===== src/vdp_cart_pkg.sv =====
package vdp_cart_pkg;

	// ----------------------------------------------------------
	// i/o map
	// ----------------------------------------------------------
	localparam logic [7:0]	vdp_port_base	= 8'h98;	// data port, ctrl port is +1
	localparam logic [1:0]	data_port_ofs	= 2'd0;		// port 0x98
	localparam logic [1:0]	ctrl_port_ofs	= 2'd1;		// port 0x99

	localparam logic [7:0]	unmapped_rdata	= 8'hFF;	// floating bus value
	localparam logic [7:0]	status_rdata	= 8'h00;	// no display flags here

	// ----------------------------------------------------------
	// vram
	// ----------------------------------------------------------
	localparam int			vram_addr_w		= 17;		// 128 KB
	localparam int			vram_latency	= 2;		// read valid to rdata_en

	// ----------------------------------------------------------
	// internal byte bus
	// ----------------------------------------------------------
	typedef struct packed {
		logic	[7:0]	address;		// full z80 i/o address
		logic			write;			// 1 = out, 0 = in
		logic	[7:0]	wdata;			// don't care on reads
	} bus_req_t;

	// vram side request from the data port
	typedef struct packed {
		logic	[vram_addr_w-1:0]	addr;
		logic						write;
		logic	[7:0]				wdata;
	} vram_req_t;

	// address load from the control port
	typedef struct packed {
		logic	[vram_addr_w-1:0]	addr;
		logic						read_mode;	// prefetch on load
	} vram_load_t;

	// register file for the display engine
	typedef struct packed {
		logic	[7:0]	r0;
		logic	[7:0]	r1;
		logic	[7:0]	r2;
		logic	[7:0]	r3;
		logic	[7:0]	r4;
		logic	[7:0]	r5;
		logic	[7:0]	r6;
		logic	[7:0]	r7;
		logic	[7:0]	r14;		// vram bank, a16..a14
	} vdp_regs_t;

endpackage


===== src/bus_port_router.sv =====
`timescale 1ns/1ps

module bus_port_router (
	input	logic						clk85m,
	input	logic						arst_n,
	input	vdp_cart_pkg::bus_req_t		up_req,
	input	logic						up_valid,
	output	logic						up_ready,
	output	logic	[7:0]				up_rdata,
	output	logic						up_rdata_en,
	output	logic						ctrl_valid,
	input	logic						ctrl_ready,
	input	logic	[7:0]				ctrl_rdata,
	input	logic						ctrl_rdata_en,
	output	logic						data_valid,
	input	logic						data_ready,
	input	logic	[7:0]				data_rdata,
	input	logic						data_rdata_en
);
	import vdp_cart_pkg::*;

	logic	[7:0]	offset;			// address relative to 0x98
	logic			sel_ctrl;
	logic			sel_data;
	logic			unmapped;
	logic			ff_unm_ack;		// own ready for unclaimed ports
	logic			ff_unm_rd;		// own rdata_en, reads only

	// ----------------------------------------------------------
	// port decode
	// ----------------------------------------------------------
	assign offset	= up_req.address - vdp_port_base;
	assign sel_data	= (offset[7:2] == 6'd0) && (offset[1:0] == data_port_ofs);
	assign sel_ctrl	= (offset[7:2] == 6'd0) && (offset[1:0] == ctrl_port_ofs);
	assign unmapped	= ~sel_data & ~sel_ctrl;		// 0x9a, 0x9b and out of range

	assign ctrl_valid	= up_valid & sel_ctrl;
	assign data_valid	= up_valid & sel_data;

	// ----------------------------------------------------------
	// unmapped responder
	// ----------------------------------------------------------
	always_ff @(posedge clk85m or negedge arst_n) begin
		if (!arst_n) begin
			ff_unm_ack	<= 1'b0;
			ff_unm_rd	<= 1'b0;
		end else begin
			ff_unm_ack	<= up_valid & unmapped & ~ff_unm_ack;		// single pulse
			ff_unm_rd	<= up_valid & unmapped & ~ff_unm_ack & ~up_req.write;
		end
	end

	// ----------------------------------------------------------
	// response merge
	// ----------------------------------------------------------
	assign up_ready		= ctrl_ready | data_ready | ff_unm_ack;
	assign up_rdata_en	= ctrl_rdata_en | data_rdata_en | ff_unm_rd;

	always_comb begin
		if (ctrl_rdata_en) begin
			up_rdata = ctrl_rdata;
		end else if (data_rdata_en) begin
			up_rdata = data_rdata;
		end else begin
			up_rdata = unmapped_rdata;			// also the idle value
		end
	end

endmodule


===== config.mk =====
export PLATFORM = sky130hd
export DESIGN_NAME = bus_port_router
export DESIGN_NICKNAME = d
export VERILOG_FILES = /design/src/vdp_cart_pkg.sv /design/src/bus_port_router.sv
export SDC_FILE = /design/constraint.sdc
export NUM_CORES = 1
export LEC_CHECK = 0
export ABC_AREA = 1
export BUFFER_PORTS_ARGS = -buffer_cell sky130_fd_sc_hd__buf_4
export CORE_AREA = 5 5 42 44
export CTS_CLUSTER_SIZE = 40
export DETAILED_ROUTE_END_ITERATION = 6
export DIE_AREA = 0 0 47 49
export PLACE_DENSITY = 0.68
export SETUP_SLACK_MARGIN = 0.02
export SYNTH_ARGS = -nofsm -noshare
export SYNTH_HDL_FRONTEND = slang
export SYNTH_SLANG_ARGS = --single-unit

===== constraint.sdc =====
create_clock -name clk85m -period 0.9 [get_ports clk85m]
set_input_delay 0.045 -clock clk85m [delete_from_list [all_inputs] [get_ports clk85m]]
set_output_delay 0.045 -clock clk85m [all_outputs]
set_load 0.02 [all_outputs]

==> flow_summary.ini <==
[timing]
fin_ws_ps = -204
worst_pin_slew_ps = 234
finalSetupViolations = 4
layout_min_cycle_time_ps = 1100
fin_crit_sh_pct = 123
rsz0062_at_grt = true
finalClockSkew_ps = 2.30
timing.fmax_ghz = 0.906
final_hold_viol_count = 0
slew_violations = 0
slew_headroom_pct = 84.3

[placement]
dp_cells = 116
post-place-ws_ps = -252
port_buffers = 43
place_hpwl_um = 983
placed_area_um2 = 679
place.gp.congestion = 0.655

[detailed_routing]
drt_wl_total_mm = 1.24
dr.pass1.iters = 4
met1_length_um = 366
wl_met3_um = 231
post_drt_wl_per_cell_um = 10.2
top_layer = met3
wl_met2_um = 645
drtAntennaViolNets = 0
viasPerCell = 4.27
drtIter0Drc = 3
drc = 0
vias = 521

[setup_path]
reg2reg_setup_slack_ps = 100
reg2reg_from = ff_unm_ack
crit_required_ps = 850
r2r_cells = 4
worstSetupPathType = primary input to output port
path_max_fanout = 2
crit_path_end_kind = output port
r2r-end = ff_unm_rd
startpoint_type = primary input
cp_slowest_cell = ha_4
arrival_ps = 1060
cpLargestDelayFamily = simple AND/OR/NAND/NOR gates
cp_num_buf_inv = 3
cpMostUsedCell = buf_6
path_cells = buf_6 > ha_4 > inv_2 > nand3_2 > nor2_2 > nand4_1 > nor2_4 > buf_6
crit_start = up_req[12]
max_stage_delay_ps = 220

[logic_synthesis]
synthCells = 54
synth.area.top_cells = nand2_1 (27%), dfrtp_1 (18%), o21ai_0 (16%), inv_1 (12%), nor2_1 (6.7%)
synth.cell_area_um2 = 282
async_flop_share_pct = 100
synth_cell_types = 12
yosysWarnings = 0
synth-seq-cells = 2
synth.top_cells.by_count = nand2_1 (20), inv_1 (9), o21ai_0 (9), nor2_1 (5), nand3_1 (3)
synth_area_per_cell_um2 = 5.21
synth_top_area_share_pct = 26.7
ys_seq_area_share_pct = 17.8
synth_edf_count = 0
synthFlopType = dfrtp_1
syn_nets = 95
yosysMostFrequentCell = nand2_1
synth_area_leader_cell = nand2_1

[power_and_ir_drop]
switching_share_pct = 30.5
switchingPower_mw = 0.186
powerDensity_nw_per_um2 = 807
ir_drop_mv = 0.362
power.internal_mw = 0.425
cellLeakagePower_nw = 0.427
power_mw = 0.611
seqPwrFrac_pct = 16.2
pwr-share-clk_pct = 31.0
pwr-share-comb_pct = 52.8

[floorplan]
dieArea_um2 = 2300
io_pins = 52
rows = 14
die_w_um = 47
start_util_pct = 20.1
core_area_um2 = 1400
die_h_um = 49

[grt]
grt_start_max_net_pins = 11
antenna_found_initial = 0
overflow = 0
grt.total_usage_pct = 10.3
first_global_vias = 462
grt_pass1_wl_mm = 1.81

[clock_network]
clock-root-buffer = clkbuf_4
clk-insertion-delay-late_ps = 220
cts_sinks = 2
tritoncts = built
htree_levels = 1
clockBufferDepth = 2
cts_buffers = 3
clkTransAtPathRegs_ps = 30

[hold_path]
min_path_type = primary input to async pin

[final_layout]
final_area_um2 = 757
insertedDiodeCount = 0
fin_util_pct = 54.0
final_nets = 149
synthToLayoutAreaGrowth_pct = 169
drive_gt1_share_pct = 54.7
fin_cells = 122

[run]
cap_violations = 0

[outcome]
failed_checks = setup timing
status = complete, but fails checks
-- routing by layer --
layer	track usage (%)	vias up
met5	0	-
met4	4.15	0
met3	2.95	0
met2	19.0	30
met1	10.1	218
li1	-	273
-- how the worst max path moves through the flow --
stage                  to  depth (start not counted)
2_1_floorplan  ctrl_valid                          6
3_3_place_gp   ctrl_valid                          8
3_5_place_dp   ctrl_valid                          8
4_1_cts          up_ready                          2
5_1_grt        ctrl_valid                          8
6_report       ctrl_valid                          8
-- cell families after synthesis --
group | after synthesis | synth area share, %
AOI/OAI and AO/OA | 10 | 17.8
buffers and inverters | 10 | 14.7
adders and majority gates | 1 | 4.44
and+or+nand+nor | 31 | 45.3
DFF | 2 | 17.8
-- cell usage in the layout (no fill, tap or decap) --
master,count
nand4_1,1
inv_1,8
o21ai_0,8
nor2_4,2
nor2_2,1
or3_1,1
dlygate4sd3_1,2
clkbuf_4,3
nand3_2,2
nand3_1,1
o21ai_1,2
inv_2,1
dfrtp_1,2
nor2_1,3
nand2_1,20
buf_6,6
buf_4,42
ha_4,1
-- power by group through the flow --
stage               combinational (mW)  sequential, mW  clock (mW)
floorplan                        0.123          0.0987           0
global placement                 0.302          0.0995           0
detailed placement               0.307          0.0996           0
CTS                              0.323          0.0987       0.202
global route                     0.352          0.0997       0.209
finish                           0.323          0.0989       0.190
-- what timing repair did --
action / CTS / global route
endpoints found under the hold margin: 3 / 0
resized for setup: 7 / 1
pin swaps: 3 / 2
hold buffers: 2 / 0
endpoints found under the setup margin: 4 / 5
setup buffers: 1 / 0
-- metrics by stage --
stage | TNS, ps | hold slack, ps
2_1_floorplan | -13.8 | -251
3_3_place_gp | -648 | -173
3_5_place_dp | -709 | -171
4_1_cts | -578 | 143
5_1_grt | -892 | 164
6_report | -604 | 146
-- final cells by class --
| class | count | area [µm²] |
|---|---|---|
| Tap cell | 16 | 20.0 |
| Fill cell | 157 | 644 |
| Inverter | 9 | 33.8 |
| Multi-Input combinational cell | 42 | 228 |
| Timing Repair Buffer | 50 | 403 |
| Clock buffer | 3 | 22.5 |
| Sequential cell | 2 | 50.0 |
-- state kept, by name, summed over array words and instances, names as in the netlist --
signal and count:
ff_unm_ack 1, ff_unm_rd 1
Power figures use the tool's default switching activity.
