## config.mk

```make
export PLATFORM = sky130hd
export DESIGN_NAME = msx_slot_bridge
export DESIGN_NICKNAME = d
export VERILOG_FILES = /design/src/vdp_cart_pkg.sv /design/src/msx_slot_bridge.sv
export SDC_FILE = /design/constraint.sdc
export NUM_CORES = 1
export LEC_CHECK = 0
export BUFFER_PORTS_ARGS = -buffer_cell sky130_fd_sc_hd__buf_2
export CAP_MARGIN = 20
export CORE_ASPECT_RATIO = 0.6
export CORE_MARGIN = 8
export CORE_UTILIZATION = 30
export DETAILED_ROUTE_END_ITERATION = 7
export GPL_TIMING_DRIVEN = 0
export SKIP_LAST_GASP = 1
export SLEW_MARGIN = 15
export SYNTH_ARGS = -nofsm -noshare
export SYNTH_HDL_FRONTEND = slang
export SYNTH_SLANG_ARGS = --single-unit
```

## constraint.sdc

```tcl
create_clock -name clk85m -period 1.7 [get_ports clk85m]
set_clock_uncertainty 0.15 [all_clocks]
set_input_delay 0.17 -clock clk85m [delete_from_list [all_inputs] [get_ports clk85m]]
set_output_delay 0.17 -clock clk85m [all_outputs]
set_load 0.01 [all_outputs]
```

## src/vdp_cart_pkg.sv

```systemverilog
package vdp_cart_pkg;

	// ----------------------------------------------------------
	// i/o map
	// ----------------------------------------------------------
	localparam logic [7:0]	vdp_port_base	= 8'h98;	// data port, ctrl port is +1
	localparam logic [1:0]	data_port_ofs	= 2'd0;		// port 0x98
	localparam logic [1:0]	ctrl_port_ofs	= 2'd1;		// port 0x99

	localparam logic [7:0]	unmapped_rdata	= 8'hFF;	// floating bus value
	localparam logic [7:0]	status_rdata	= 8'h00;	// no display flags here

	// ----------------------------------------------------------
	// vram
	// ----------------------------------------------------------
	localparam int			vram_addr_w		= 17;		// 128 KB
	localparam int			vram_latency	= 2;		// read valid to rdata_en

	// ----------------------------------------------------------
	// internal byte bus
	// ----------------------------------------------------------
	typedef struct packed {
		logic	[7:0]	address;		// full z80 i/o address
		logic			write;			// 1 = out, 0 = in
		logic	[7:0]	wdata;			// don't care on reads
	} bus_req_t;

	// vram side request from the data port
	typedef struct packed {
		logic	[vram_addr_w-1:0]	addr;
		logic						write;
		logic	[7:0]				wdata;
	} vram_req_t;

	// address load from the control port
	typedef struct packed {
		logic	[vram_addr_w-1:0]	addr;
		logic						read_mode;	// prefetch on load
	} vram_load_t;

	// register file for the display engine
	typedef struct packed {
		logic	[7:0]	r0;
		logic	[7:0]	r1;
		logic	[7:0]	r2;
		logic	[7:0]	r3;
		logic	[7:0]	r4;
		logic	[7:0]	r5;
		logic	[7:0]	r6;
		logic	[7:0]	r7;
		logic	[7:0]	r14;		// vram bank, a16..a14
	} vdp_regs_t;

endpackage

```

## src/msx_slot_bridge.sv

```systemverilog
`timescale 1ns/1ps

module msx_slot_bridge (
	input	logic						clk85m,
	input	logic						arst_n,
	input	logic						slot_iorq_n,
	input	logic						slot_rd_n,
	input	logic						slot_wr_n,
	input	logic	[7:0]				slot_a,
	input	logic	[7:0]				slot_d_in,
	output	logic	[7:0]				slot_d_out,
	output	logic						slot_data_dir,	// 1 = cartridge drives d
	output	logic						slot_wait,
	output	vdp_cart_pkg::bus_req_t		bus_req,
	output	logic						bus_valid,
	input	logic						bus_ready,
	input	logic	[7:0]				bus_rdata,
	input	logic						bus_rdata_en
);
	import vdp_cart_pkg::*;

	typedef enum logic [1:0] {
		st_idle,		// no slot cycle
		st_req,			// request held on the bus
		st_data,		// read accepted but no data yet
		st_release		// wait for strobes high
	} state_t;

	logic	[1:0]	ff_iorq_s;		// 2-ff sync chains
	logic	[1:0]	ff_rd_s;
	logic	[1:0]	ff_wr_s;
	state_t			ff_state;
	logic			ff_valid;
	logic			ff_wait;
	logic			ff_dir;
	logic	[7:0]	ff_dout;		// read data to slot
	bus_req_t		ff_req;
	logic			rd_act;
	logic			wr_act;
	logic			cyc_act;

	// ----------------------------------------------------------
	// strobe synchronizers
	// ----------------------------------------------------------
	always_ff @(posedge clk85m or negedge arst_n) begin
		if (!arst_n) begin
			ff_iorq_s	<= 2'b11;			// strobes idle high
			ff_rd_s		<= 2'b11;
			ff_wr_s		<= 2'b11;
		end else begin
			ff_iorq_s	<= {ff_iorq_s[0], slot_iorq_n};
			ff_rd_s		<= {ff_rd_s[0], slot_rd_n};
			ff_wr_s		<= {ff_wr_s[0], slot_wr_n};
		end
	end

	assign rd_act	= ~ff_rd_s[1];
	assign wr_act	= ~ff_wr_s[1];
	assign cyc_act	= ~ff_iorq_s[1] & (rd_act | wr_act);	// i/o cycle in progress

	// ----------------------------------------------------------
	// cycle fsm
	// ----------------------------------------------------------
	always_ff @(posedge clk85m or negedge arst_n) begin
		if (!arst_n) begin
			ff_state	<= st_idle;
			ff_valid	<= 1'b0;
			ff_wait		<= 1'b0;
			ff_dir		<= 1'b0;
		end else begin
			case (ff_state)
				st_idle: if (cyc_act) begin
					ff_valid	<= 1'b1;		// 3rd cycle after strobe
					ff_wait		<= 1'b1;		// stall the z80 with valid
					ff_state	<= st_req;
				end
				st_req: if (bus_ready) begin
					ff_valid	<= 1'b0;
					if (ff_req.write || bus_rdata_en) begin
						ff_wait		<= 1'b0;	// done this cycle
						ff_state	<= st_release;
					end else begin
						ff_state	<= st_data;	// data comes later
					end
				end
				st_data: if (bus_rdata_en) begin
					ff_wait		<= 1'b0;
					ff_state	<= st_release;
				end
				st_release: if (!cyc_act) ff_state <= st_idle;
				default: ff_state <= st_idle;
			endcase
			if (bus_rdata_en) ff_dir <= 1'b1;		// drive until rd_n rises
			else if (!rd_act) ff_dir <= 1'b0;
		end
	end

	always_ff @(posedge clk85m) begin
		if (ff_state == st_idle && cyc_act) begin
			ff_req <= '{address: slot_a, write: wr_act, wdata: slot_d_in};
		end
		if (bus_rdata_en) ff_dout <= bus_rdata;	// hold for the slot
	end

	assign bus_req			= ff_req;
	assign bus_valid		= ff_valid;
	assign slot_wait		= ff_wait;
	assign slot_data_dir	= ff_dir;
	assign slot_d_out		= ff_dout;

endmodule

```

==> out/qor.yml, run 1 <==
synth_seq_area_share: 0.807
ant_nets: 0
worstSkewPairLatency_ns: 0.28
worst_pin_slew_ns: 0.245
dpl-instance-area_sq_um: 1650
worstSetupEndpointType: "flop"
drt-vias-per-instance: 3.89
fin_hold_ws_ns: 0.0219
crit_path_max_fanout: 5
syn2layout_area_growth_pct: 59.9
register_area_sq_um: 1030
cts_buffers: 5
irDropWorstVdd_uv: 522
drive_above_1_share: 0.509
final_cells: 223
clock.fmax_ghz: 0.623
power_density_nw_per_um2: 1240
first_iter_violations: 32
n_fill_cell: 380
utilization: 0.499
syn_nets: 105
port_buffers: 58
clock_path_buffers: 2
final_common_cell: "buf_2"
fin_crit_ns: 1.60
dr_total_vias: 867
grt_util_all_layers: 0.0928
slew_headroom: 0.837
routed_wl_um: 2940
power_mw: 2.53
io_pins: 59
antennaDiodeCount: 0
final_cell_mix: "buf_2 (58), dlygate4sd3_1 (28), edfxtp_1 (25)"
routedWlPerCell_um: 13.2
core_sq_um: 4100
worstSetupStartpointType: "flop"
grt_antenna_before_repair: 0
gp_congestion: 0.741
h-tree-depth: 2
synthTopCellsByArea: "edfxtp_1 (59%), dfstp_2 (12%), dfrtp_1 (9.8%), ha_1 (5.9%), inv_1 (1.8%)"
fp-row-count: 18
syn_avg_cell_area_sq_um: 18.8
dieHeight_um: 66.6
synth_cell_types: 20
synth_top_area_cell: "edfxtp_1"
cts_tree: "yes"
dieArea_sq_um: 6680
yosys_warnings: 0
clk_pin_slew_ns: 0.07
min_path_type: "in2reg"
fin_nets: 199
floorplan.initialDensity: 0.312
slew_viol_final: 0
setup_viol: 0
yosys_register_bits: 36
grt_start_max_net_pins: 19
clockRootBuffer: "clkbuf_8"
cp.required_ns: 1.71
setup-tns-final_ns: 0
hold_violations: 0
status: "complete, no violations"
final_cell_area_sq_um: 2050
synth_top_area_frac: 0.587
dp_cells: 186
place_ws_ns: -0.0128
maxCapViolCount: 0
critPathKind: "reg2reg"
power.leakage_nw: 0.909
synth_area_sq_um: 1280
grt_pass1_vias: 946
dpl.hpwl_um: 2040
drt_pass1_iterations: 4
grt_remaining_overflow: 0
drc: 0
rsz0062_at_grt: "no"
finalWorstSetupSlack_ns: 0.0958
multi_input_area_sq_um: 225
die_w_um: 100
clkSinkCount: 36
synth_cells: 68
grt_pass1_wl_um: 4720
min_period_over_period: 0.944
arrival_ns: 1.62
==> sequential cells by signal, summed over array words and instances (netlist names) <==
signal,count
bus_req,17
bus_valid,1
ff_iorq_s,2
ff_rd_s,2
ff_state,2
ff_wr_s,2
slot_d_out,8
slot_data_dir,1
slot_wait,1
==> what timing repair did <==
action / CTS / global route
setup endpoints to repair: 17 / 1
buffers inserted: 0 / 1
hold buffers: 28 / 0
pin swaps: 0 / 0
endpoints found under the hold margin: 38 / 0
gates resized for setup: 1 / 3
==> synth_stat cells, drive strengths merged <==
cell     count
o21ai        3
a21oi        3
nand2        2
nand3        2
nor2         2
a41o         1
a22oi        1
dfrtp        5
ha           6
and2         1
mux2i        1
dfstp        6
o2bb2ai      1
inv          7
edfxtp      25
mux2         1
nand2b       1
==> power breakdown <==
| group | switching (mW) | total (mW) | leakage (nW) | internal, mW |
|---|---|---|---|---|
| Combinational | 0.326 | 0.652 | 0.502 | 0.326 |
| Clock | 0.284 | 0.719 | 0.0552 | 0.435 |
| Sequential | 0.0693 | 1.16 | 0.352 | 1.09 |
| Total | 0.679 | 2.53 | 0.909 | 1.85 |
==> critical path, cell delays in order (launching register included) <==
cell and delay (ns):
dfrtp_1 0.41, inv_2 0.09, ha_1 0.23, a22oi_4 0.19
nand3_2 0.11, mux2_4 0.30
==> area by class of cell <==
cell class | instances | share of cell area
Sequential cell | 36 | 0.506
Timing Repair Buffer | 87 | 0.282
Multi-Input combinational cell | 25 | 0.110
Tap cell | 60 | 0.0367
Clock buffer | 6 | 0.0355
Clock inverter | 2 | 0.0171
Inverter | 7 | 0.0128
==> metal layers <==
layer  vias to the layer above  wire [um]  global-route usage
met5                         -          0                   0
met4                         0         18              0.0336
met3                         4        295              0.0541
met2                        40       1270               0.143
met1                       395       1350               0.105
li1                        428          -                   -
==> kinds of logic after synthesis <==
logic type | count (synthesis) | synth area share
DFF | 36 | 0.807
adders and majority gates | 6 | 0.0586
muxes | 2 | 0.0195
and+or+nand+nor | 8 | 0.0352
buffers and inverters | 7 | 0.0205
AOI/OAI and AO/OA | 9 | 0.0586
==> final timing paths <==
kind                              from  slack [ns]           end  depth (start not counted)
setup / recovery           ff_state[0]         0.1   ff_state[1]                          5
hold / removal               bus_ready        0.02     bus_valid                          3
setup reg to reg           ff_state[0]         0.1   ff_state[1]                          5
hold reg to reg             ff_rd_s[0]        0.21    ff_rd_s[1]                          0
max in group asynchronous       arst_n        1.01  ff_iorq_s[0]                          2
min in group asynchronous       arst_n        0.13   ff_state[0]                          2
Note: power is estimated with default switching activity, not from simulation.
==> run 2, diff against run 1 <==
--- a/config.mk
+++ b/config.mk
@@ -12,6 +12,7 @@
 export CORE_UTILIZATION = 30
 export DETAILED_ROUTE_END_ITERATION = 7
 export GPL_TIMING_DRIVEN = 0
+export PLACE_DENSITY = 0.63
 export SKIP_LAST_GASP = 1
 export SLEW_MARGIN = 15
 export SYNTH_ARGS = -nofsm -noshare
==> out/qor.yml, run 2 (synthesized netlist as in run 1, its figures left out) <==
status: "complete, no violations"
reg2reg_slack_ns: 0.07
grt_start_max_net_pins: 19
setup_viol: 0
grt_util_met2: 0.155
fp-row-count: 18
final_cell_area_sq_um: 2050
crit_chain: "buf_4 -> ha_1 -> a22oi_4 -> nand3_2 -> mux2_4"
fin_crit_ns: 1.63
fin_nets: 201
grt_pass1_vias: 1023
final_cells: 225
cts_tree: "yes"
slew_viol_final: 0
dieArea_sq_um: 6680
min_period_over_period: 0.956
holdPathStages: 3
drive_above_1_share: 0.503
power.leakage_nw: 0.917
irDropWorstVdd_uv: 495
h-tree-depth: 2
drt-vias-per-instance: 3.99
maxCapViolCount: 0
power_density_nw_per_um2: 1220
dpl-instance-area_sq_um: 1650
utilization: 0.500
path_delay_family: "flip-flops"
syn2layout_area_growth_pct: 60.2
hold_violations: 0
n_fill_cell: 371
dieHeight_um: 66.6
ant_nets: 0
io_pins: 59
die_w_um: 100
holdCritStartpoint: "bus_ready"
place_ws_ns: -0.0137
dp_cells: 186
grt_remaining_overflow: 0
cp.buffers_inverters: 1
reg2reg_depth: 5
clkSinkCount: 36
antennaDiodeCount: 0
rsz0062_at_grt: "no"
routedWlPerCell_um: 13.0
worstSkewPairLatency_ns: 0.28
port_buffers: 58
final_common_cell: "buf_2"
core_sq_um: 4100
drc: 0
grt-busiest-layer: "met2"
cp.required_ns: 1.72
min_path_type: "in2reg"
largest_reg_flops: 17
grtUsageMet3: 0.0541
critPathMaxStageDelay_ns: 0.40
worst_pin_slew_ns: 0.247
hold_end: "bus_valid"
grt_antenna_before_repair: 0
worst_r2r_startpoint: "ff_state[1]"
grt_util_all_layers: 0.0914
arrival_ns: 1.64
clk_pin_slew_ns: 0.07
critPathKind: "reg2reg"
dr_total_vias: 898
crit_path_max_fanout: 3
power_mw: 2.49
clock.fmax_ghz: 0.615
slew_headroom: 0.835
cts_buffers: 5
worstSetupEndpointType: "flop"
drt_pass1_iterations: 4
grt_pass1_wl_um: 4670
final_cell_mix: "buf_2 (58), dlygate4sd3_1 (28), edfxtp_1 (25)"
use_met1: 0.0903
floorplan.initialDensity: 0.312
r2r-end: "ff_state[1]"
dpl.hpwl_um: 2140
finalWorstSetupSlack_ns: 0.0741
clockRootBuffer: "clkbuf_8"
routed_wl_um: 2930
crit_slowest_cell: "dfrtp_1"
first_iter_violations: 13
worstSetupStartpointType: "flop"
gp_congestion: 0.769
clock_path_buffers: 2
==> run 2: cell count changes in the layout (fill, tap and decap cells not counted), sizes merged <==
cell	change
buf	+2
bufinv	-1
clkbuf	+2
clkinv	-1
==> run 2: worst max path at each step <==
stage / start / to / slack (ns) / cells after the start
floorplan: ff_state[1] / ff_state[1] / 0.15 / 5
global placement: ff_state[0] / bus_req[12] / 0.03 / 3
detailed placement: ff_state[0] / bus_req[12] / -0.01 / 3
CTS: ff_state[0] / ff_state[1] / 0.04 / 5
global route: ff_state[0] / ff_state[1] / 0.02 / 5
finish: ff_state[1] / ff_state[1] / 0.07 / 5
==> run 2: layer usage <==
metal,part of all wire,routed length [um]
met1,0.40,1170
met2,0.48,1400
met3,0.11,325
met4,0.011,32
met5,0,0
==> run 2: layout make-up <==
class                      count  area (sq um)  area share
multi-input combinational     25           223       0.109
tap                           60          75.1      0.0366
inverter                       7          26.3      0.0128
sequential                    36          1030       0.504
clock buffer                   8           100      0.0488
timing repair buffer          89           593       0.289
==> run 2: worst reg2reg max path, cell delays in order (launching register included) <==
cell and delay (ns):
dfrtp_1 0.40, buf_4 0.15, ha_1 0.20, a22oi_4 0.20
nand3_2 0.11, mux2_4 0.30
==> run 2: metrics by stage <==
step	hold WS [ns]	setup TNS, ns
final	0.0217	0
after floorplan	-0.276	0
after CTS	0.00952	0
after global placement	-0.108	0
after detailed placement	-0.101	-0.227
after global routing	0.0285	0
==> run 2: what timing repair did <==
action	CTS	global route
hold buffers	28	0
hold endpoints to repair	38	0
buffers inserted	3	0
pin swaps	0	0
resized for setup	1	1
setup endpoints to repair	18	1
==> run 2: where the power goes <==
| group | internal [mW] | switching (mW) |
|---|---|---|
| clock | 0.370 | 0.277 |
| sequential | 1.09 | 0.0572 |
| combinational | 0.351 | 0.347 |
