File: src/vdp_cart_pkg.sv
package vdp_cart_pkg;

	// ----------------------------------------------------------
	// i/o map
	// ----------------------------------------------------------
	localparam logic [7:0]	vdp_port_base	= 8'h98;	// data port, ctrl port is +1
	localparam logic [1:0]	data_port_ofs	= 2'd0;		// port 0x98
	localparam logic [1:0]	ctrl_port_ofs	= 2'd1;		// port 0x99

	localparam logic [7:0]	unmapped_rdata	= 8'hFF;	// floating bus value
	localparam logic [7:0]	status_rdata	= 8'h00;	// no display flags here

	// ----------------------------------------------------------
	// vram
	// ----------------------------------------------------------
	localparam int			vram_addr_w		= 17;		// 128 KB
	localparam int			vram_latency	= 2;		// read valid to rdata_en

	// ----------------------------------------------------------
	// internal byte bus
	// ----------------------------------------------------------
	typedef struct packed {
		logic	[7:0]	address;		// full z80 i/o address
		logic			write;			// 1 = out, 0 = in
		logic	[7:0]	wdata;			// don't care on reads
	} bus_req_t;

	// vram side request from the data port
	typedef struct packed {
		logic	[vram_addr_w-1:0]	addr;
		logic						write;
		logic	[7:0]				wdata;
	} vram_req_t;

	// address load from the control port
	typedef struct packed {
		logic	[vram_addr_w-1:0]	addr;
		logic						read_mode;	// prefetch on load
	} vram_load_t;

	// register file for the display engine
	typedef struct packed {
		logic	[7:0]	r0;
		logic	[7:0]	r1;
		logic	[7:0]	r2;
		logic	[7:0]	r3;
		logic	[7:0]	r4;
		logic	[7:0]	r5;
		logic	[7:0]	r6;
		logic	[7:0]	r7;
		logic	[7:0]	r14;		// vram bank, a16..a14
	} vdp_regs_t;

endpackage

File: src/vdp_ctrl_port.sv
`timescale 1ns/1ps

module vdp_ctrl_port (
	input	logic							clk85m,
	input	logic							arst_n,
	input	vdp_cart_pkg::bus_req_t			req,
	input	logic							valid,
	output	logic							ready,
	output	logic	[7:0]					rdata,
	output	logic							rdata_en,
	output	logic							load,
	output	vdp_cart_pkg::vram_load_t		load_info,
	input	logic							prefetch_busy,
	output	vdp_cart_pkg::vdp_regs_t		regs
);
	import vdp_cart_pkg::*;

	typedef enum logic [1:0] {
		st_idle,
		st_load,		// load pulse out
		st_busy			// wait for the prefetch
	} state_t;

	state_t			ff_state;
	logic			ff_ready;
	logic			ff_rdata_en;
	logic			ff_latch_full;		// first byte held
	logic	[7:0]	ff_latch;
	logic			ff_load;
	vram_load_t		ff_load_info;
	vdp_regs_t		ff_regs;
	logic			acc;

	assign acc = valid & ~ff_ready & (ff_state == st_idle);	// new access this cycle

	// ----------------------------------------------------------
	// two-byte sequence
	// ----------------------------------------------------------
	always_ff @(posedge clk85m or negedge arst_n) begin
		if (!arst_n) begin
			ff_state		<= st_idle;
			ff_ready		<= 1'b0;
			ff_rdata_en		<= 1'b0;
			ff_latch_full	<= 1'b0;
			ff_load			<= 1'b0;
			ff_regs			<= '0;
		end else begin
			ff_ready	<= 1'b0;
			ff_rdata_en	<= acc & ~req.write;		// status read
			ff_load		<= 1'b0;
			case (ff_state)
				st_idle: if (acc) begin
					if (!req.write) begin
						ff_ready		<= 1'b1;
						ff_latch_full	<= 1'b0;		// status read resets the latch
					end else if (!ff_latch_full) begin
						ff_ready		<= 1'b1;
						ff_latch_full	<= 1'b1;
					end else if (req.wdata[7]) begin
						ff_ready		<= 1'b1;		// register write
						ff_latch_full	<= 1'b0;
						case (req.wdata[3:0])
							4'd0:		ff_regs.r0	<= ff_latch;
							4'd1:		ff_regs.r1	<= ff_latch;
							4'd2:		ff_regs.r2	<= ff_latch;
							4'd3:		ff_regs.r3	<= ff_latch;
							4'd4:		ff_regs.r4	<= ff_latch;
							4'd5:		ff_regs.r5	<= ff_latch;
							4'd6:		ff_regs.r6	<= ff_latch;
							4'd7:		ff_regs.r7	<= ff_latch;
							4'd14:		ff_regs.r14	<= ff_latch;
							default:	;				// not stored here
						endcase
					end else if (!prefetch_busy) begin
						ff_load			<= 1'b1;		// address load
						ff_latch_full	<= 1'b0;
						ff_state		<= st_load;
					end
				end
				st_load: ff_state <= st_busy;			// busy visible from here
				st_busy: if (!prefetch_busy) begin
					ff_ready	<= 1'b1;
					ff_state	<= st_idle;
				end
				default: ff_state <= st_idle;
			endcase
		end
	end

	always_ff @(posedge clk85m) begin
		if (acc && req.write && !ff_latch_full) ff_latch <= req.wdata;
		if (acc && req.write && ff_latch_full) begin
			ff_load_info <= '{addr: {ff_regs.r14[2:0], req.wdata[5:0], ff_latch},
				read_mode: ~req.wdata[6]};
		end
	end

	assign ready		= ff_ready;
	assign rdata_en		= ff_rdata_en;
	assign rdata		= status_rdata;
	assign load			= ff_load;
	assign load_info	= ff_load_info;
	assign regs			= ff_regs;

endmodule

File: config.mk
export PLATFORM = sky130hd
export DESIGN_NAME = vdp_ctrl_port
export DESIGN_NICKNAME = d
export VERILOG_FILES = /design/src/vdp_cart_pkg.sv /design/src/vdp_ctrl_port.sv
export SDC_FILE = /design/constraint.sdc
export NUM_CORES = 1
export LEC_CHECK = 0
export ABC_CLOCK_PERIOD_IN_PS = 3100
export BUFFER_PORTS_ARGS = -buffer_cell sky130_fd_sc_hd__buf_2
export CAP_MARGIN = 25
export CORE_UTILIZATION = 51
export DETAILED_ROUTE_END_ITERATION = 8
export GPL_TIMING_DRIVEN = 1
export PLACE_DENSITY = 0.88
export SKIP_CTS_REPAIR_TIMING = 1
export SYNTH_ARGS = -nofsm -noshare
export SYNTH_HDL_FRONTEND = slang
export SYNTH_SLANG_ARGS = --single-unit
File: constraint.sdc
create_clock -name clk85m -period 3.1 [get_ports clk85m]
set_input_delay 0.31 -clock clk85m [delete_from_list [all_inputs] [get_ports clk85m]]
set_output_delay 0.31 -clock clk85m [all_outputs]
set_load 0.05 [all_outputs]
==> flow_summary.yaml, run 1 <==
floorplan:
  io_pins: 122
  dieArea_um2: 8090
  rows: 31
  initial_core_util_pct: 53.5
  core_area_um2: 7370
  fp.dieH_um: 89.9
  die_width_um: 89.9
sta:
  tightest_slew_ps: 772
  final-setup-viol-count: 0
  hold_viol_final: 0
  min_period_over_period_pct: 77.7
  rsz0062_at_grt: "no"
  period_minus_slack_ps: 2410
  relSlewSlack_pct: 47.8
  fin_tns_setup_ps: 0
  fin_skew_ps: 12.5
  final-max-slew-violation-count: 0
  fmax_ghz: 0.415
min_path:
  hold_class: "input pin to flip-flop"
  min_from: "req[6]"
  holdPathStages: 1
  hold_end: "ff_latch[6]"
detailed_routing:
  wl_per_cell_um: 17.7
  ant_nets: 0
  vias: 2342
  route.detailed.drc: 0
  drt_iter0_drc: 150
  routed_wl_um: 7860
  drt_pass1_iterations: 6
  viasPerCell: 5.26
finish:
  layout.cells.non_filler: 445
  area_delta_synth_final_pct: 20.6
  n_antenna_cell: 0
  multi_input_area_um2: 1130
  drive_gt1_share_pct: 58.4
  regArea_um2: 2730
  fill_cells: 572
  final_nets: 362
critical_path:
  required_ps: 3360
  end_kind: "flip-flop"
  crit_fanout: 12
  worstReg2RegStart: "ff_state[1]"
  r2r_end: "regs[35]"
  rrSetupSlack_ps: 690
  cp.arrival_ps: 2670
  reg2reg_depth: 3
  critical_path_class: "flip-flop to flip-flop"
  startpoint_type: "flip-flop"
global_routing:
  grt-ovfl-total: 0
  grt_pass1_wl_um: 12500
  grt_use_total_pct: 20.7
  grt_max_degree: 79
  antenna_found_initial: 0
  grt_pass1_vias: 2309
flow_run:
  cap_violations: 0
placed_design:
  place_inst: 427
  gp_congestion: 0.827
  portBuffers: 105
  dpl.hpwl_um: 5390
cts:
  numCtsBuffers: 9
  cts_buffer_depth: 2
  clkTransAtPathRegs_ps: 100
  h-tree-depth: 3
  clock_latency_ps: 360
  cts_sinks: 104
  cts_root_buffer: "clkbuf_8"
  cts_tree: "done"
pwr:
  pwr-share-clk_pct: 26.5
  intPower_uw: 1920
  pwr-share-seq_pct: 54.7
  pwr-share-comb_pct: 18.8
  p_switching_uw: 935
  peakVddDrop_uv: 273
  p_per_area_nw_per_um2: 601
  swShare_pct: 32.7
  leakagePower_uw: 0.00248
yosys:
  ys_seq_area_share_pct: 69.3
  synth_warnings: 0
  synth_cell_types: 28
  syn_area_per_cell_um2: 17.4
  synth_seq_cells: 104
  netlist_area_um2: 3940
  synthCells: 227
outcome:
  status: "complete, no violations"
-- synth_stat cells (all sizes together) --
cell type | count | area share, %
nor2 | 2 | 0.19
nor4 | 6 | 1.7
a21oi | 2 | 0.25
or4 | 2 | 0.38
and4 | 2 | 0.44
nand3 | 1 | 0.13
inv | 3 | 0.29
dfrtp | 78 | 49
conb | 1 | 0.095
or4bb | 1 | 0.29
nand3b | 1 | 0.19
clkbuf | 1 | 0.095
nand2 | 1 | 0.095
nor4b | 4 | 1.6
nand4b | 1 | 0.22
buf | 13 | 2.3
nand4 | 3 | 0.48
nand2b | 2 | 0.32
or4b | 1 | 0.35
nor3b | 1 | 0.19
mux2 | 72 | 21
edfxtp | 26 | 20
o21ai | 2 | 0.25
a22o | 1 | 0.22
-- stage by stage --
stage | hold WS (ps) | setup WS, ps | utilization [%] | instance area, um^2 | total power (uW)
CTS | 124 | 665 | 64.1 | 4730 | 2880
global route | 132 | 544 | 64.6 | 4760 | 2970
finish | 144 | 691 | 64.6 | 4760 | 2860
detailed placement | 469 | 692 | 61.7 | 4550 | 2130
floorplan | 14.4 | 601 | - | 3970 | 1980
global placement | 451 | 737 | 61.7 | 4550 | 2110
-- state kept, by name (all words and copies together), names as in the netlist --
| name | flops |
|---|---|
| ff_latch | 8 |
| ff_latch_full | 1 |
| ff_state | 2 |
| load | 1 |
| load_info | 18 |
| rdata_en | 1 |
| ready | 1 |
| regs | 72 |
-- power groups by stage --
stage               registers [uW]  clock network [uW]  logic, uW
floorplan                     1850                   0        138
global placement              1590                   0        527
detailed placement            1590                   0        536
CTS                           1570                 779        536
global route                  1580                 833        561
finish                        1560                 758        537
-- cell usage in the layout, fill, tap and decap left out, types with 3 or more instances in the layout --
cell type,n
buf_2,104
dfrtp_1,78
mux2_2,72
edfxtp_1,26
clkbuf_8,9
conb_1,8
nor4_1,4
buf_4,4
inv_1,3
nand4_1,3
-- worst max-delay path by stage --
stage / endpoint / start / slack, ps / cells after the start
6_report: regs[35] / ff_state[1] / 690 / 3
5_1_grt: regs[12] / ff_state[1] / 540 / 3
4_1_cts: regs[2] / ff_state[1] / 670 / 3
3_5_place_dp: regs[2] / ff_state[1] / 690 / 3
3_3_place_gp: regs[39] / ff_state[1] / 740 / 3
2_1_floorplan: load_info[0] / ready / 600 / 3
-- metal layers --
metal  vias up  track usage [%]  wire [um]
met4         0             7.66         85
met3         8             4.74        465
met1      1188             28.3       3470
met2        90             32.9       3840
li1       1056                -          -
met5         -                0          0
-- worst max-delay path, stage by stage, from the launching register on --
cell     delay [ps]
dfrtp_1         490
or4b_4          710
or4_1           760
mux2_2          350
-- cells by family (layout without fill, tap and decap cells) --
group | count (synthesis) | count (layout) | share of synthesized area [%]
other | 1 | 8 | 0.0951
AO/OA/AOI/OAI | 5 | 5 | 0.730
flip-flops | 104 | 104 | 69.3
buffers and inverters | 17 | 129 | 2.70
multiplexers | 72 | 72 | 20.6
AND/OR/NAND/NOR | 28 | 28 | 6.63
-- area by class of cell --
class / instances / area share, %
Timing Repair Buffer: 110 / 12.2
Clock buffer: 9 / 2.60
Multi-Input combinational cell: 113 / 23.8
Tap cell: 99 / 2.60
Sequential cell: 104 / 57.4
Inverter: 3 / 0.237
Clock inverter: 7 / 1.13
Power figures use the tool's default switching activity.
==> run 2: changes to the inputs <==
--- a/config.mk
+++ b/config.mk
@@ -5,13 +5,13 @@
 export SDC_FILE = /design/constraint.sdc
 export NUM_CORES = 1
 export LEC_CHECK = 0
-export ABC_CLOCK_PERIOD_IN_PS = 3100
+export ABC_CLOCK_PERIOD_IN_PS = 2200
 export BUFFER_PORTS_ARGS = -buffer_cell sky130_fd_sc_hd__buf_2
 export CAP_MARGIN = 25
-export CORE_UTILIZATION = 51
+export CORE_UTILIZATION = 46
 export DETAILED_ROUTE_END_ITERATION = 8
 export GPL_TIMING_DRIVEN = 1
-export PLACE_DENSITY = 0.88
+export PLACE_DENSITY = 0.84
 export SKIP_CTS_REPAIR_TIMING = 1
 export SYNTH_ARGS = -nofsm -noshare
 export SYNTH_HDL_FRONTEND = slang
==> constraint.sdc (replaced) <==
create_clock -name clk85m -period 2.2 [get_ports clk85m]
set_input_delay 0.22 -clock clk85m [delete_from_list [all_inputs] [get_ports clk85m]]
set_output_delay 0.22 -clock clk85m [all_outputs]
set_load 0.05 [all_outputs]
==> run 2 against run 1 <==
Worst setup slack lost 620 ps. Cell area grew 2.6%. Register-to-register slack lost 620 ps. Clock skew is essentially flat. Critical path type unchanged.
==> flow_summary.yaml, run 2 (same netlist as run 1, synthesis figures left out) <==
floorplan:
  die_width_um: 94.6
  fp.dieH_um: 94.6
  dieArea_um2: 8950
  rows: 33
  io_pins: 122
  initial_core_util_pct: 47.8
  core_area_um2: 8260
pwr:
  power_uw: 4080
  pwr-share-seq_pct: 54.0
  leakagePower_uw: 0.00255
  pwr-share-comb_pct: 19.0
  peakVddDrop_uv: 383
  p_per_area_nw_per_um2: 836
  swShare_pct: 33.0
  p_switching_uw: 1350
  intPower_uw: 2740
  pwr-share-clk_pct: 27.0
cts:
  h-tree-depth: 3
  cts_buffer_depth: 2
  numCtsBuffers: 9
  clock_latency_ps: 360
  clkTransAtPathRegs_ps: 110
  cts_tree: "done"
  cts_root_buffer: "clkbuf_8"
  cts_sinks: 104
finish:
  utilization_pct: 59.1
  drive_gt1_share_pct: 60.9
  final_nets: 374
  final_cell_mix: "104 x buf_2, 76 x dfrtp_1, 72 x mux2_2"
  largest_reg_flops: 72
  layout_commonest_cell: "buf_2"
  stdcell_area_um2: 4880
  n_antenna_cell: 0
  area_delta_synth_final_pct: 23.8
sta:
  setup_slack_ps: 66.0
  hold_viol_final: 0
  period_minus_slack_ps: 2130
  fmax_ghz: 0.469
  tightest_slew_ps: 519
  min_period_over_period_pct: 97.0
  final-setup-viol-count: 0
  rsz0062_at_grt: "no"
  final-max-slew-violation-count: 0
  relSlewSlack_pct: 65.4
  fin_skew_ps: 12.9
  fin_tns_setup_ps: 0
flow_run:
  cap_violations: 0
global_routing:
  grt_pass1_wl_um: 12600
  grt_max_degree: 42
  grt_use_total_pct: 19.4
  grt-ovfl-total: 0
  grt_pass1_vias: 2380
  antenna_found_initial: 0
placed_design:
  portBuffers: 105
  dpl.hpwl_um: 5750
  post-place-ws_ps: 39.4
  gp_congestion: 0.797
  placed_area_um2: 4680
detailed_routing:
  viasPerCell: 5.17
  drt_pass1_iterations: 4
  wl_per_cell_um: 17.9
  vias: 2392
  ant_nets: 0
  route.detailed.drc: 0
  drt_iter0_drc: 68
  routed_wl_um: 8300
critical_path:
  cp_slowest_stage_delay_ps: 580
  path_cells: "or4b_4 > buf_4 > nor4_4 > buf_6 > mux2_2"
  crit_slowest_cell: "or4b_4"
  crit_fanout: 8
  cp.arrival_ps: 2370
  startpoint_type: "flip-flop"
  critical_path_class: "flip-flop to flip-flop"
  required_ps: 2440
  end_kind: "flip-flop"
outcome:
  status: "complete, no violations"
min_path:
  hold_class: "input pin to flip-flop"
-- run 2: path summary, 6_finish.rpt --
check                             from  slack [ps]  cells past startpoint            end
setup / recovery           ff_state[1]          70                      5        regs[3]
hold / removal                  req[5]          40                      1  load_info[14]
setup reg to reg           ff_state[1]          70                      5        regs[3]
hold reg to reg                regs[0]         470                      0  load_info[15]
max in group asynchronous       arst_n        1230                      3       regs[15]
min in group asynchronous       arst_n         360                      2        regs[5]
-- run 2: stage by stage --
step | hold slack, ps | std cells
floorplan | -75.6 | 234
finish | 40.7 | 463
global route | 14.9 | 463
CTS | -181 | 462
detailed placement | 229 | 446
global placement | 214 | 446
-- run 2: cell type report --
class                   count  area, um^2
fillers                   681        3380
flip-flops and latches    104        2740
multi-input cells         113        1140
repair buffers            122         678
well taps                 105         131
clock buffers               9         124
clock inverters             7        62.6
inverters                   3        11.3
-- run 2: layer usage --
metal,part of all wire [%],GRT usage [%],vias to the layer above
li1,-,-,1082
met1,44,25.1,1225
met2,50,32.1,79
met3,5.7,5.48,6
met4,0.61,5.56,0
met5,0,0,-
-- run 2: power groups by stage --
stage               logic (uW)  registers, uW  clock network, uW
CTS                        781           2210               1140
detailed placement         780           2250                  0
finish                     776           2200               1100
global placement           764           2230                  0
floorplan                  197           2600                  0
global route               816           2220               1230
-- run 2: worst max-delay path, delay by kind of cell (launching register included) --
kind	cells	cell delay, ps
DFF	1	450
muxes	1	350
and+or+nand+nor	2	860
buffers and inverters	2	360
