[src/vdp_cart_pkg.sv]
package vdp_cart_pkg;

	// ----------------------------------------------------------
	// i/o map
	// ----------------------------------------------------------
	localparam logic [7:0]	vdp_port_base	= 8'h98;	// data port, ctrl port is +1
	localparam logic [1:0]	data_port_ofs	= 2'd0;		// port 0x98
	localparam logic [1:0]	ctrl_port_ofs	= 2'd1;		// port 0x99

	localparam logic [7:0]	unmapped_rdata	= 8'hFF;	// floating bus value
	localparam logic [7:0]	status_rdata	= 8'h00;	// no display flags here

	// ----------------------------------------------------------
	// vram
	// ----------------------------------------------------------
	localparam int			vram_addr_w		= 17;		// 128 KB
	localparam int			vram_latency	= 2;		// read valid to rdata_en

	// ----------------------------------------------------------
	// internal byte bus
	// ----------------------------------------------------------
	typedef struct packed {
		logic	[7:0]	address;		// full z80 i/o address
		logic			write;			// 1 = out, 0 = in
		logic	[7:0]	wdata;			// don't care on reads
	} bus_req_t;

	// vram side request from the data port
	typedef struct packed {
		logic	[vram_addr_w-1:0]	addr;
		logic						write;
		logic	[7:0]				wdata;
	} vram_req_t;

	// address load from the control port
	typedef struct packed {
		logic	[vram_addr_w-1:0]	addr;
		logic						read_mode;	// prefetch on load
	} vram_load_t;

	// register file for the display engine
	typedef struct packed {
		logic	[7:0]	r0;
		logic	[7:0]	r1;
		logic	[7:0]	r2;
		logic	[7:0]	r3;
		logic	[7:0]	r4;
		logic	[7:0]	r5;
		logic	[7:0]	r6;
		logic	[7:0]	r7;
		logic	[7:0]	r14;		// vram bank, a16..a14
	} vdp_regs_t;

endpackage

[src/vram_data_port.sv]
`timescale 1ns/1ps

module vram_data_port (
	input	logic							clk85m,
	input	logic							arst_n,
	input	vdp_cart_pkg::bus_req_t			req,
	input	logic							valid,
	output	logic							ready,
	output	logic	[7:0]					rdata,
	output	logic							rdata_en,
	input	logic							load,
	input	vdp_cart_pkg::vram_load_t		load_info,
	output	logic							prefetch_busy,
	output	vdp_cart_pkg::vram_req_t		vram_req,
	output	logic							vram_valid,
	input	logic	[7:0]					vram_rdata,
	input	logic							vram_rdata_en
);
	import vdp_cart_pkg::*;

	logic	[vram_addr_w-1:0]	ff_addr;		// auto-increment counter
	logic	[7:0]				ff_buf;			// read-ahead buffer
	logic						ff_inflight;	// one vram read out
	logic						ff_discard;		// write overtook the fill
	logic						ff_rd_wait;		// host read parked
	logic						ff_ready;
	logic						ff_rdata_en;
	logic	[7:0]				ff_rdata;
	vram_req_t					ff_vram_req;
	logic						ff_vram_valid;
	logic						wr_acc;
	logic						rd_acc;
	logic						rd_hit;
	logic						rd_late;
	logic						issue_rd;
	logic						issue_wr;
	logic	[vram_addr_w-1:0]	issue_addr;
	logic	[7:0]				fill_data;

	// ----------------------------------------------------------
	// access decode
	// ----------------------------------------------------------
	assign wr_acc		= valid & req.write & ~ff_ready;
	assign rd_acc		= valid & ~req.write & ~ff_ready & ~ff_rd_wait;
	assign rd_hit		= rd_acc & ~ff_inflight;				// buffer good
	assign rd_late		= vram_rdata_en & (ff_rd_wait | rd_acc);	// fill lands now
	assign issue_rd		= rd_hit | rd_late | (load & load_info.read_mode);
	assign issue_wr		= wr_acc;
	assign issue_addr	= load ? load_info.addr : ff_addr;
	assign fill_data	= ff_discard ? ff_buf : vram_rdata;	// keep written byte

	always_ff @(posedge clk85m or negedge arst_n) begin
		if (!arst_n) begin
			ff_addr			<= '0;
			ff_inflight		<= 1'b0;
			ff_discard		<= 1'b0;
			ff_rd_wait		<= 1'b0;
			ff_ready		<= 1'b0;
			ff_rdata_en		<= 1'b0;
			ff_vram_valid	<= 1'b0;
		end else begin
			ff_ready		<= wr_acc | rd_hit | rd_late;
			ff_rdata_en		<= rd_hit | rd_late;
			ff_vram_valid	<= issue_rd | issue_wr;
			if (load && !load_info.read_mode) begin
				ff_addr <= load_info.addr;				// write mode, no fetch
			end else if (issue_rd || issue_wr) begin
				ff_addr <= issue_addr + 1'b1;			// wraps at 128 KB
			end
			if (issue_rd) ff_inflight <= 1'b1;
			else if (vram_rdata_en) ff_inflight <= 1'b0;
			if (wr_acc && ff_inflight && !vram_rdata_en) ff_discard <= 1'b1;
			else if (vram_rdata_en) ff_discard <= 1'b0;
			if (rd_acc && ff_inflight && !vram_rdata_en) ff_rd_wait <= 1'b1;
			else if (rd_late) ff_rd_wait <= 1'b0;
		end
	end

	// ----------------------------------------------------------
	// buffer and vram request
	// ----------------------------------------------------------
	always_ff @(posedge clk85m) begin
		if (vram_rdata_en) ff_buf <= fill_data;
		if (wr_acc) ff_buf <= req.wdata;				// write wins
		if (rd_hit) ff_rdata <= ff_buf;
		else if (rd_late) ff_rdata <= fill_data;
		if (issue_rd || issue_wr) begin
			ff_vram_req <= '{addr: issue_addr, write: issue_wr, wdata: req.wdata};
		end
	end

	assign ready			= ff_ready;
	assign rdata			= ff_rdata;
	assign rdata_en			= ff_rdata_en;
	assign prefetch_busy	= ff_inflight;
	assign vram_req			= ff_vram_req;
	assign vram_valid		= ff_vram_valid;

endmodule

[config.mk]
export PLATFORM = sky130hd
export DESIGN_NAME = vram_data_port
export DESIGN_NICKNAME = d
export VERILOG_FILES = /design/src/vdp_cart_pkg.sv /design/src/vram_data_port.sv
export SDC_FILE = /design/constraint.sdc
export NUM_CORES = 1
export LEC_CHECK = 0
export CAP_MARGIN = 25
export CORE_MARGIN = 2
export CORE_UTILIZATION = 35
export DETAILED_ROUTE_END_ITERATION = 10
export DONT_BUFFER_PORTS = 1
export PLACE_DENSITY = 0.58
export SYNTH_ARGS = -nofsm -noshare
export SYNTH_HDL_FRONTEND = slang
export SYNTH_SLANG_ARGS = --single-unit
[constraint.sdc]
create_clock -name clk85m -period 2.7 [get_ports clk85m]
set_clock_uncertainty 0.1 [all_clocks]
set_input_delay 0.54 -clock clk85m [delete_from_list [all_inputs] [get_ports clk85m]]
set_output_delay 0.54 -clock clk85m [all_outputs]
set_load 0.01 [all_outputs]
==> impl_results.html <==
<table>
<tr><th>Metric</th><th>Value</th></tr>
<tr><th colspan="2">Outcome</th></tr>
<tr><td>Outcome</td><td>finished, final reports clean</td></tr>
<tr><th colspan="2">Synth</th></tr>
<tr><td>Fraction of registers with async set or reset after synthesis</td><td>35.4%</td></tr>
<tr><td>Register bit count reported by yosys</td><td>65</td></tr>
<tr><td>Dominant register cell in the synthesized netlist</td><td>sky130_fd_sc_hd__edfxtp_1</td></tr>
<tr><td>EDFF count, synth</td><td>42</td></tr>
<tr><td>Instance count of the mapped netlist</td><td>278</td></tr>
<tr><td>Average size of a mapped cell</td><td>11.9 sq um</td></tr>
<tr><td>Number of nets produced by synthesis</td><td>327</td></tr>
<tr><td>Total of warnings raised by yosys</td><td>0</td></tr>
<tr><td>Netlist cell types</td><td>43</td></tr>
<tr><td>Sequential share of the synthesized area</td><td>55.6%</td></tr>
<tr><td>Netlist area before placement</td><td>3300 sq um</td></tr>
<tr><th colspan="2">Cells and area</th></tr>
<tr><td>Number of nets in the finished design</td><td>334</td></tr>
<tr><td>FF+latch area</td><td>1840 sq um</td></tr>
<tr><td>Number of diodes added for antenna fixing</td><td>0</td></tr>
<tr><td>Ratio of cells with drive above 1 in the final layout</td><td>17.6%</td></tr>
<tr><td>Area used by multi-input combinational logic</td><td>1390 sq um</td></tr>
<tr><td>Number of fill cells</td><td>886</td></tr>
<tr><td>Area delta synth-&gt;final</td><td>11.0%</td></tr>
<tr><th colspan="2">Worst setup path</th></tr>
<tr><td>Register-to-register path setup slack</td><td>420 ps</td></tr>
<tr><td>Arrival time reported for the critical path endpoint</td><td>2390 ps</td></tr>
<tr><td>Critical path startpoint</td><td>prefetch_busy</td></tr>
<tr><td>Required @ worst endpoint</td><td>2820 ps</td></tr>
<tr><td>Setup crit start kind</td><td>flop</td></tr>
<tr><td>Depth of the most critical reg-to-reg path</td><td>8</td></tr>
<tr><td>Type of destination of the critical path</td><td>flop</td></tr>
<tr><td>Critical path capture point</td><td>ff_addr[6]</td></tr>
<tr><td>Sequence of cells on the critical path</td><td>nor2_1, o21ai_0, and2_1, inv_1, buf_4, nand2_1, xor2_1, mux2i_1</td></tr>
<tr><td>Critical path's largest stage delay</td><td>510 ps</td></tr>
<tr><td>Crit Path Category</td><td>reg -&gt; reg</td></tr>
<tr><td>Max stage delay cell, worst path</td><td>sky130_fd_sc_hd__dfrtp_1</td></tr>
<tr><td>Startpoint of the most critical register-to-register path</td><td>prefetch_busy</td></tr>
<tr><td>Worst r2r dst</td><td>ff_addr[6]</td></tr>
<tr><td>Worst Path Max Fanout</td><td>6</td></tr>
<tr><th colspan="2">Power and ir drop</th></tr>
<tr><td>Switching component of the power</td><td>694 uW</td></tr>
<tr><td>Cell-internal power</td><td>1800 uW</td></tr>
<tr><td>Sequential cell fraction of total power</td><td>53.8%</td></tr>
<tr><td>Switching part of the total</td><td>27.9%</td></tr>
<tr><td>Clock share of power</td><td>33.1%</td></tr>
<tr><td>Logic pwr share</td><td>13.1%</td></tr>
<tr><td>Worst supply voltage drop on vdd</td><td>0.000219 V</td></tr>
<tr><td>Static Leakage</td><td>0.00136 uW</td></tr>
<tr><td>Power per cell area</td><td>679 nW/um^2</td></tr>
<tr><th colspan="2">Timing</th></tr>
<tr><td>Min Clock Period, post-route</td><td>2280 ps</td></tr>
<tr><td>Max frequency</td><td>0.439 GHz</td></tr>
<tr><td>Setup repair after global routing missed its margin</td><td>no</td></tr>
<tr><td>Final count of hold timing violations</td><td>0</td></tr>
<tr><td>Setup TNS</td><td>0 ps</td></tr>
<tr><td>Rel. slew slack</td><td>41.8%</td></tr>
<tr><td>Hold Slack</td><td>159 ps</td></tr>
<tr><td>Pins Over Slew Limit</td><td>0</td></tr>
<tr><td>Post-route clock period utilization</td><td>84.3%</td></tr>
<tr><td>Endpoints failing setup</td><td>0</td></tr>
<tr><td>Worst-margin pin slew</td><td>873 ps</td></tr>
<tr><th colspan="2">Die</th></tr>
<tr><td>Top-level port count</td><td>86</td></tr>
<tr><td>DIE WIDTH</td><td>101 um</td></tr>
<tr><td>Die height</td><td>101 um</td></tr>
<tr><td>DIE AREA</td><td>10,200 sq um</td></tr>
<tr><td>Starting Density</td><td>35.9%</td></tr>
<tr><td># rows</td><td>35</td></tr>
<tr><td>Core area</td><td>9200 sq um</td></tr>
<tr><th colspan="2">Global route</th></tr>
<tr><td>Maximum number of pins on one net before global-route repair</td><td>53</td></tr>
<tr><td>Global-route wire length before repair</td><td>11,700 um</td></tr>
<tr><td>Vias in the first global route</td><td>2,135</td></tr>
<tr><td>Overall overflow remaining after global route</td><td>0</td></tr>
<tr><td>Initial antenna violation count</td><td>0</td></tr>
<tr><td>M3 GR Usage</td><td>5.94%</td></tr>
<tr><td>Layer carrying the most global-route usage</td><td>met2</td></tr>
<tr><td>Total global-route track usage</td><td>15.1%</td></tr>
<tr><td>M2 GR Usage</td><td>24.1%</td></tr>
<tr><td>GR Layer Usage met1</td><td>18.7%</td></tr>
<tr><th colspan="2">Min path</th></tr>
<tr><td>Worst hold path type</td><td>in -&gt; reg</td></tr>
<tr><th colspan="2">Drt</th></tr>
<tr><td>Number of nets with antenna violations after detailed routing</td><td>0</td></tr>
<tr><td>Drt drc</td><td>0</td></tr>
<tr><td>Number of DRC violations after detailed-routing iteration 0</td><td>91</td></tr>
<tr><td>Final wirelength</td><td>7380 um</td></tr>
<tr><td>Wirelength per Cell</td><td>18.4 um</td></tr>
<tr><td>Avg Vias per Cell</td><td>5.26</td></tr>
<tr><td>Via count of the routed design</td><td>2,111</td></tr>
<tr><td>Iteration count of the initial detailed-routing pass</td><td>4</td></tr>
<tr><th colspan="2">CTS</th></tr>
<tr><td>Buffers inserted by post-CTS timing repair</td><td>0</td></tr>
<tr><td>Quantity of hold-fixing buffers added after cts</td><td>2</td></tr>
<tr><td>H-tree levels</td><td>3</td></tr>
<tr><td>Post-CTS clock slew at the launch and capture registers of the worst setup and hold paths</td><td>70 ps</td></tr>
<tr><td>Root Driver</td><td>sky130_fd_sc_hd__clkbuf_8</td></tr>
<tr><td>TritonCTS clock tree</td><td>yes</td></tr>
<tr><td>Clk_lat worst skew</td><td>340 ps</td></tr>
<tr><td>Deepest clock path buffer count</td><td>2</td></tr>
<tr><td>Number of clock sinks</td><td>65</td></tr>
<tr><td>Post-cts sizing count</td><td>0</td></tr>
<tr><td>Number of buffers created by CTS</td><td>9</td></tr>
<tr><th colspan="2">Placement</th></tr>
<tr><td>Estimated wirelength of the detail-placed design</td><td>5020 um</td></tr>
<tr><td>Count of buffers from port buffering</td><td>0</td></tr>
<tr><td>Final weighted congestion in routability-driven placement</td><td>0.770</td></tr>
<tr><th colspan="2">Run</th></tr>
<tr><td>Max-Cap Viols</td><td>0</td></tr>
</table>
-- worst min-delay path by stage --
| stage | endpoint | slack (ps) | depth (start not counted) | start |
|---|---|---|---|---|
| floorplan | ff_addr[0] | 140 | 0 | arst_n |
| global placement | ff_addr[10] | 150 | 0 | arst_n |
| detailed placement | ff_addr[10] | 150 | 0 | arst_n |
| CTS | ff_rd_wait | 140 | 1 | vram_rdata_en |
| global route | ff_rd_wait | 140 | 1 | vram_rdata_en |
| finish | ff_rd_wait | 160 | 1 | vram_rdata_en |
-- flip-flops by register name, indices dropped and copies added, names as in the netlist --
name and flops:
vram_valid 1, vram_req 26, ff_rd_wait 1, ff_addr 17, ff_discard 1, ff_buf 8, prefetch_busy 1, rdata_en 1
rdata 8, ready 1
-- per-layer routing --
metal / vias up / wire [um]
met1: 1011 / 3160
met2: 75 / 3590
met4: 0 / 67
li1: 1020 / -
met5: - / 0
met3: 5 / 559
-- Yosys cell counts (2+ instances only) --
library cell | n | share of area (%)
sky130_fd_sc_hd__edfxtp_1 | 42 | 38
sky130_fd_sc_hd__nand2_1 | 36 | 4.1
sky130_fd_sc_hd__dfrtp_1 | 23 | 17
sky130_fd_sc_hd__mux2_2 | 23 | 7.8
sky130_fd_sc_hd__mux2i_1 | 20 | 6.1
sky130_fd_sc_hd__xor2_1 | 20 | 5.3
sky130_fd_sc_hd__nor2_1 | 17 | 1.9
sky130_fd_sc_hd__a21oi_1 | 11 | 1.7
sky130_fd_sc_hd__xnor2_1 | 10 | 2.7
sky130_fd_sc_hd__nand4_1 | 9 | 1.7
sky130_fd_sc_hd__o21ai_0 | 9 | 1.4
sky130_fd_sc_hd__inv_1 | 7 | 0.80
sky130_fd_sc_hd__clkbuf_1 | 6 | 0.68
sky130_fd_sc_hd__and2_1 | 4 | 0.76
sky130_fd_sc_hd__and3_1 | 4 | 0.76
sky130_fd_sc_hd__a31oi_1 | 3 | 0.57
sky130_fd_sc_hd__nand3_1 | 3 | 0.45
sky130_fd_sc_hd__nand4b_1 | 3 | 0.80
sky130_fd_sc_hd__a211oi_1 | 2 | 0.45
sky130_fd_sc_hd__buf_1 | 2 | 0.23
sky130_fd_sc_hd__nor2b_1 | 2 | 0.38
-- critical path, delay by kind of cell, from the launching register on --
kind | cells | cell delay (ps)
xor gates and xnor gates | 1 | 150
muxes | 1 | 90
buffers and inverters | 2 | 400
DFF | 1 | 510
and+or+nand+nor | 3 | 540
AOI/OAI and AO/OA | 1 | 360
-- layout by cell type, fill, tap and decap left out, types with 2 or more instances in the layout --
cell | synthesis | routed
sky130_fd_sc_hd__edfxtp_1 | 42 | 42
sky130_fd_sc_hd__nand2_1 | 36 | 36
sky130_fd_sc_hd__mux2_2 | 23 | 23
sky130_fd_sc_hd__dfrtp_1 | 23 | 23
sky130_fd_sc_hd__mux2i_1 | 20 | 20
sky130_fd_sc_hd__xor2_1 | 20 | 20
sky130_fd_sc_hd__nor2_1 | 17 | 17
sky130_fd_sc_hd__a21oi_1 | 11 | 11
sky130_fd_sc_hd__xnor2_1 | 10 | 10
sky130_fd_sc_hd__nand4_1 | 9 | 9
sky130_fd_sc_hd__clkbuf_8 | 0 | 9
sky130_fd_sc_hd__o21ai_0 | 9 | 8
sky130_fd_sc_hd__inv_1 | 7 | 7
sky130_fd_sc_hd__and2_1 | 4 | 4
sky130_fd_sc_hd__and3_1 | 4 | 4
sky130_fd_sc_hd__nand4b_1 | 3 | 3
sky130_fd_sc_hd__nand3_1 | 3 | 3
sky130_fd_sc_hd__a31oi_1 | 3 | 3
sky130_fd_sc_hd__clkinv_4 | 0 | 3
sky130_fd_sc_hd__clkinv_2 | 0 | 3
sky130_fd_sc_hd__buf_4 | 0 | 3
sky130_fd_sc_hd__nor2b_1 | 2 | 2
sky130_fd_sc_hd__a211oi_1 | 2 | 2
sky130_fd_sc_hd__buf_12 | 0 | 2
-- power groups by stage --
stage               Combinational (uW)  Clock (uW)  Sequential (uW)
floorplan                          253           0             1330
global placement                   309           0             1360
detailed placement                 315           0             1360
CTS                                331         853             1340
global route                       365         902             1360
finish                             326         825             1340
-- cell families after synthesis --
group / count (synthesis) / share of synthesized area [%]
buffers and inverters: 18 / 2.31
AOI/OAI and AO/OA: 36 / 7.20
muxes: 43 / 13.9
DFF: 65 / 55.6
adders and majority gates: 1 / 0.379
and+or+nand+nor: 85 / 12.6
xor gates and xnor gates: 30 / 7.96
-- layout make-up --
type	instances	share of cell area, %
Inverter	8	0.819
Tap cell	111	3.79
Sequential cell	65	50.1
Timing Repair Buffer	6	1.98
Clock buffer	9	3.38
Clock inverter	7	1.95
Multi-Input combinational cell	195	38.0
-- stage by stage --
| step | util (%) | setup WS (ps) | instances | cell area [sq um] | total power [uW] |
|---|---|---|---|---|---|
| floorplan | - | 32.6 | 278 | 3310 | 1590 |
| global placement | 37.4 | 370 | 383 | 3440 | 1670 |
| detailed placement | 37.4 | 343 | 383 | 3440 | 1680 |
| CTS | 39.9 | 455 | 401 | 3670 | 2530 |
| global route | 39.9 | 274 | 401 | 3670 | 2630 |
| finish | 39.9 | 424 | 401 | 3670 | 2490 |
Note: power is estimated with default switching activity, not from simulation.
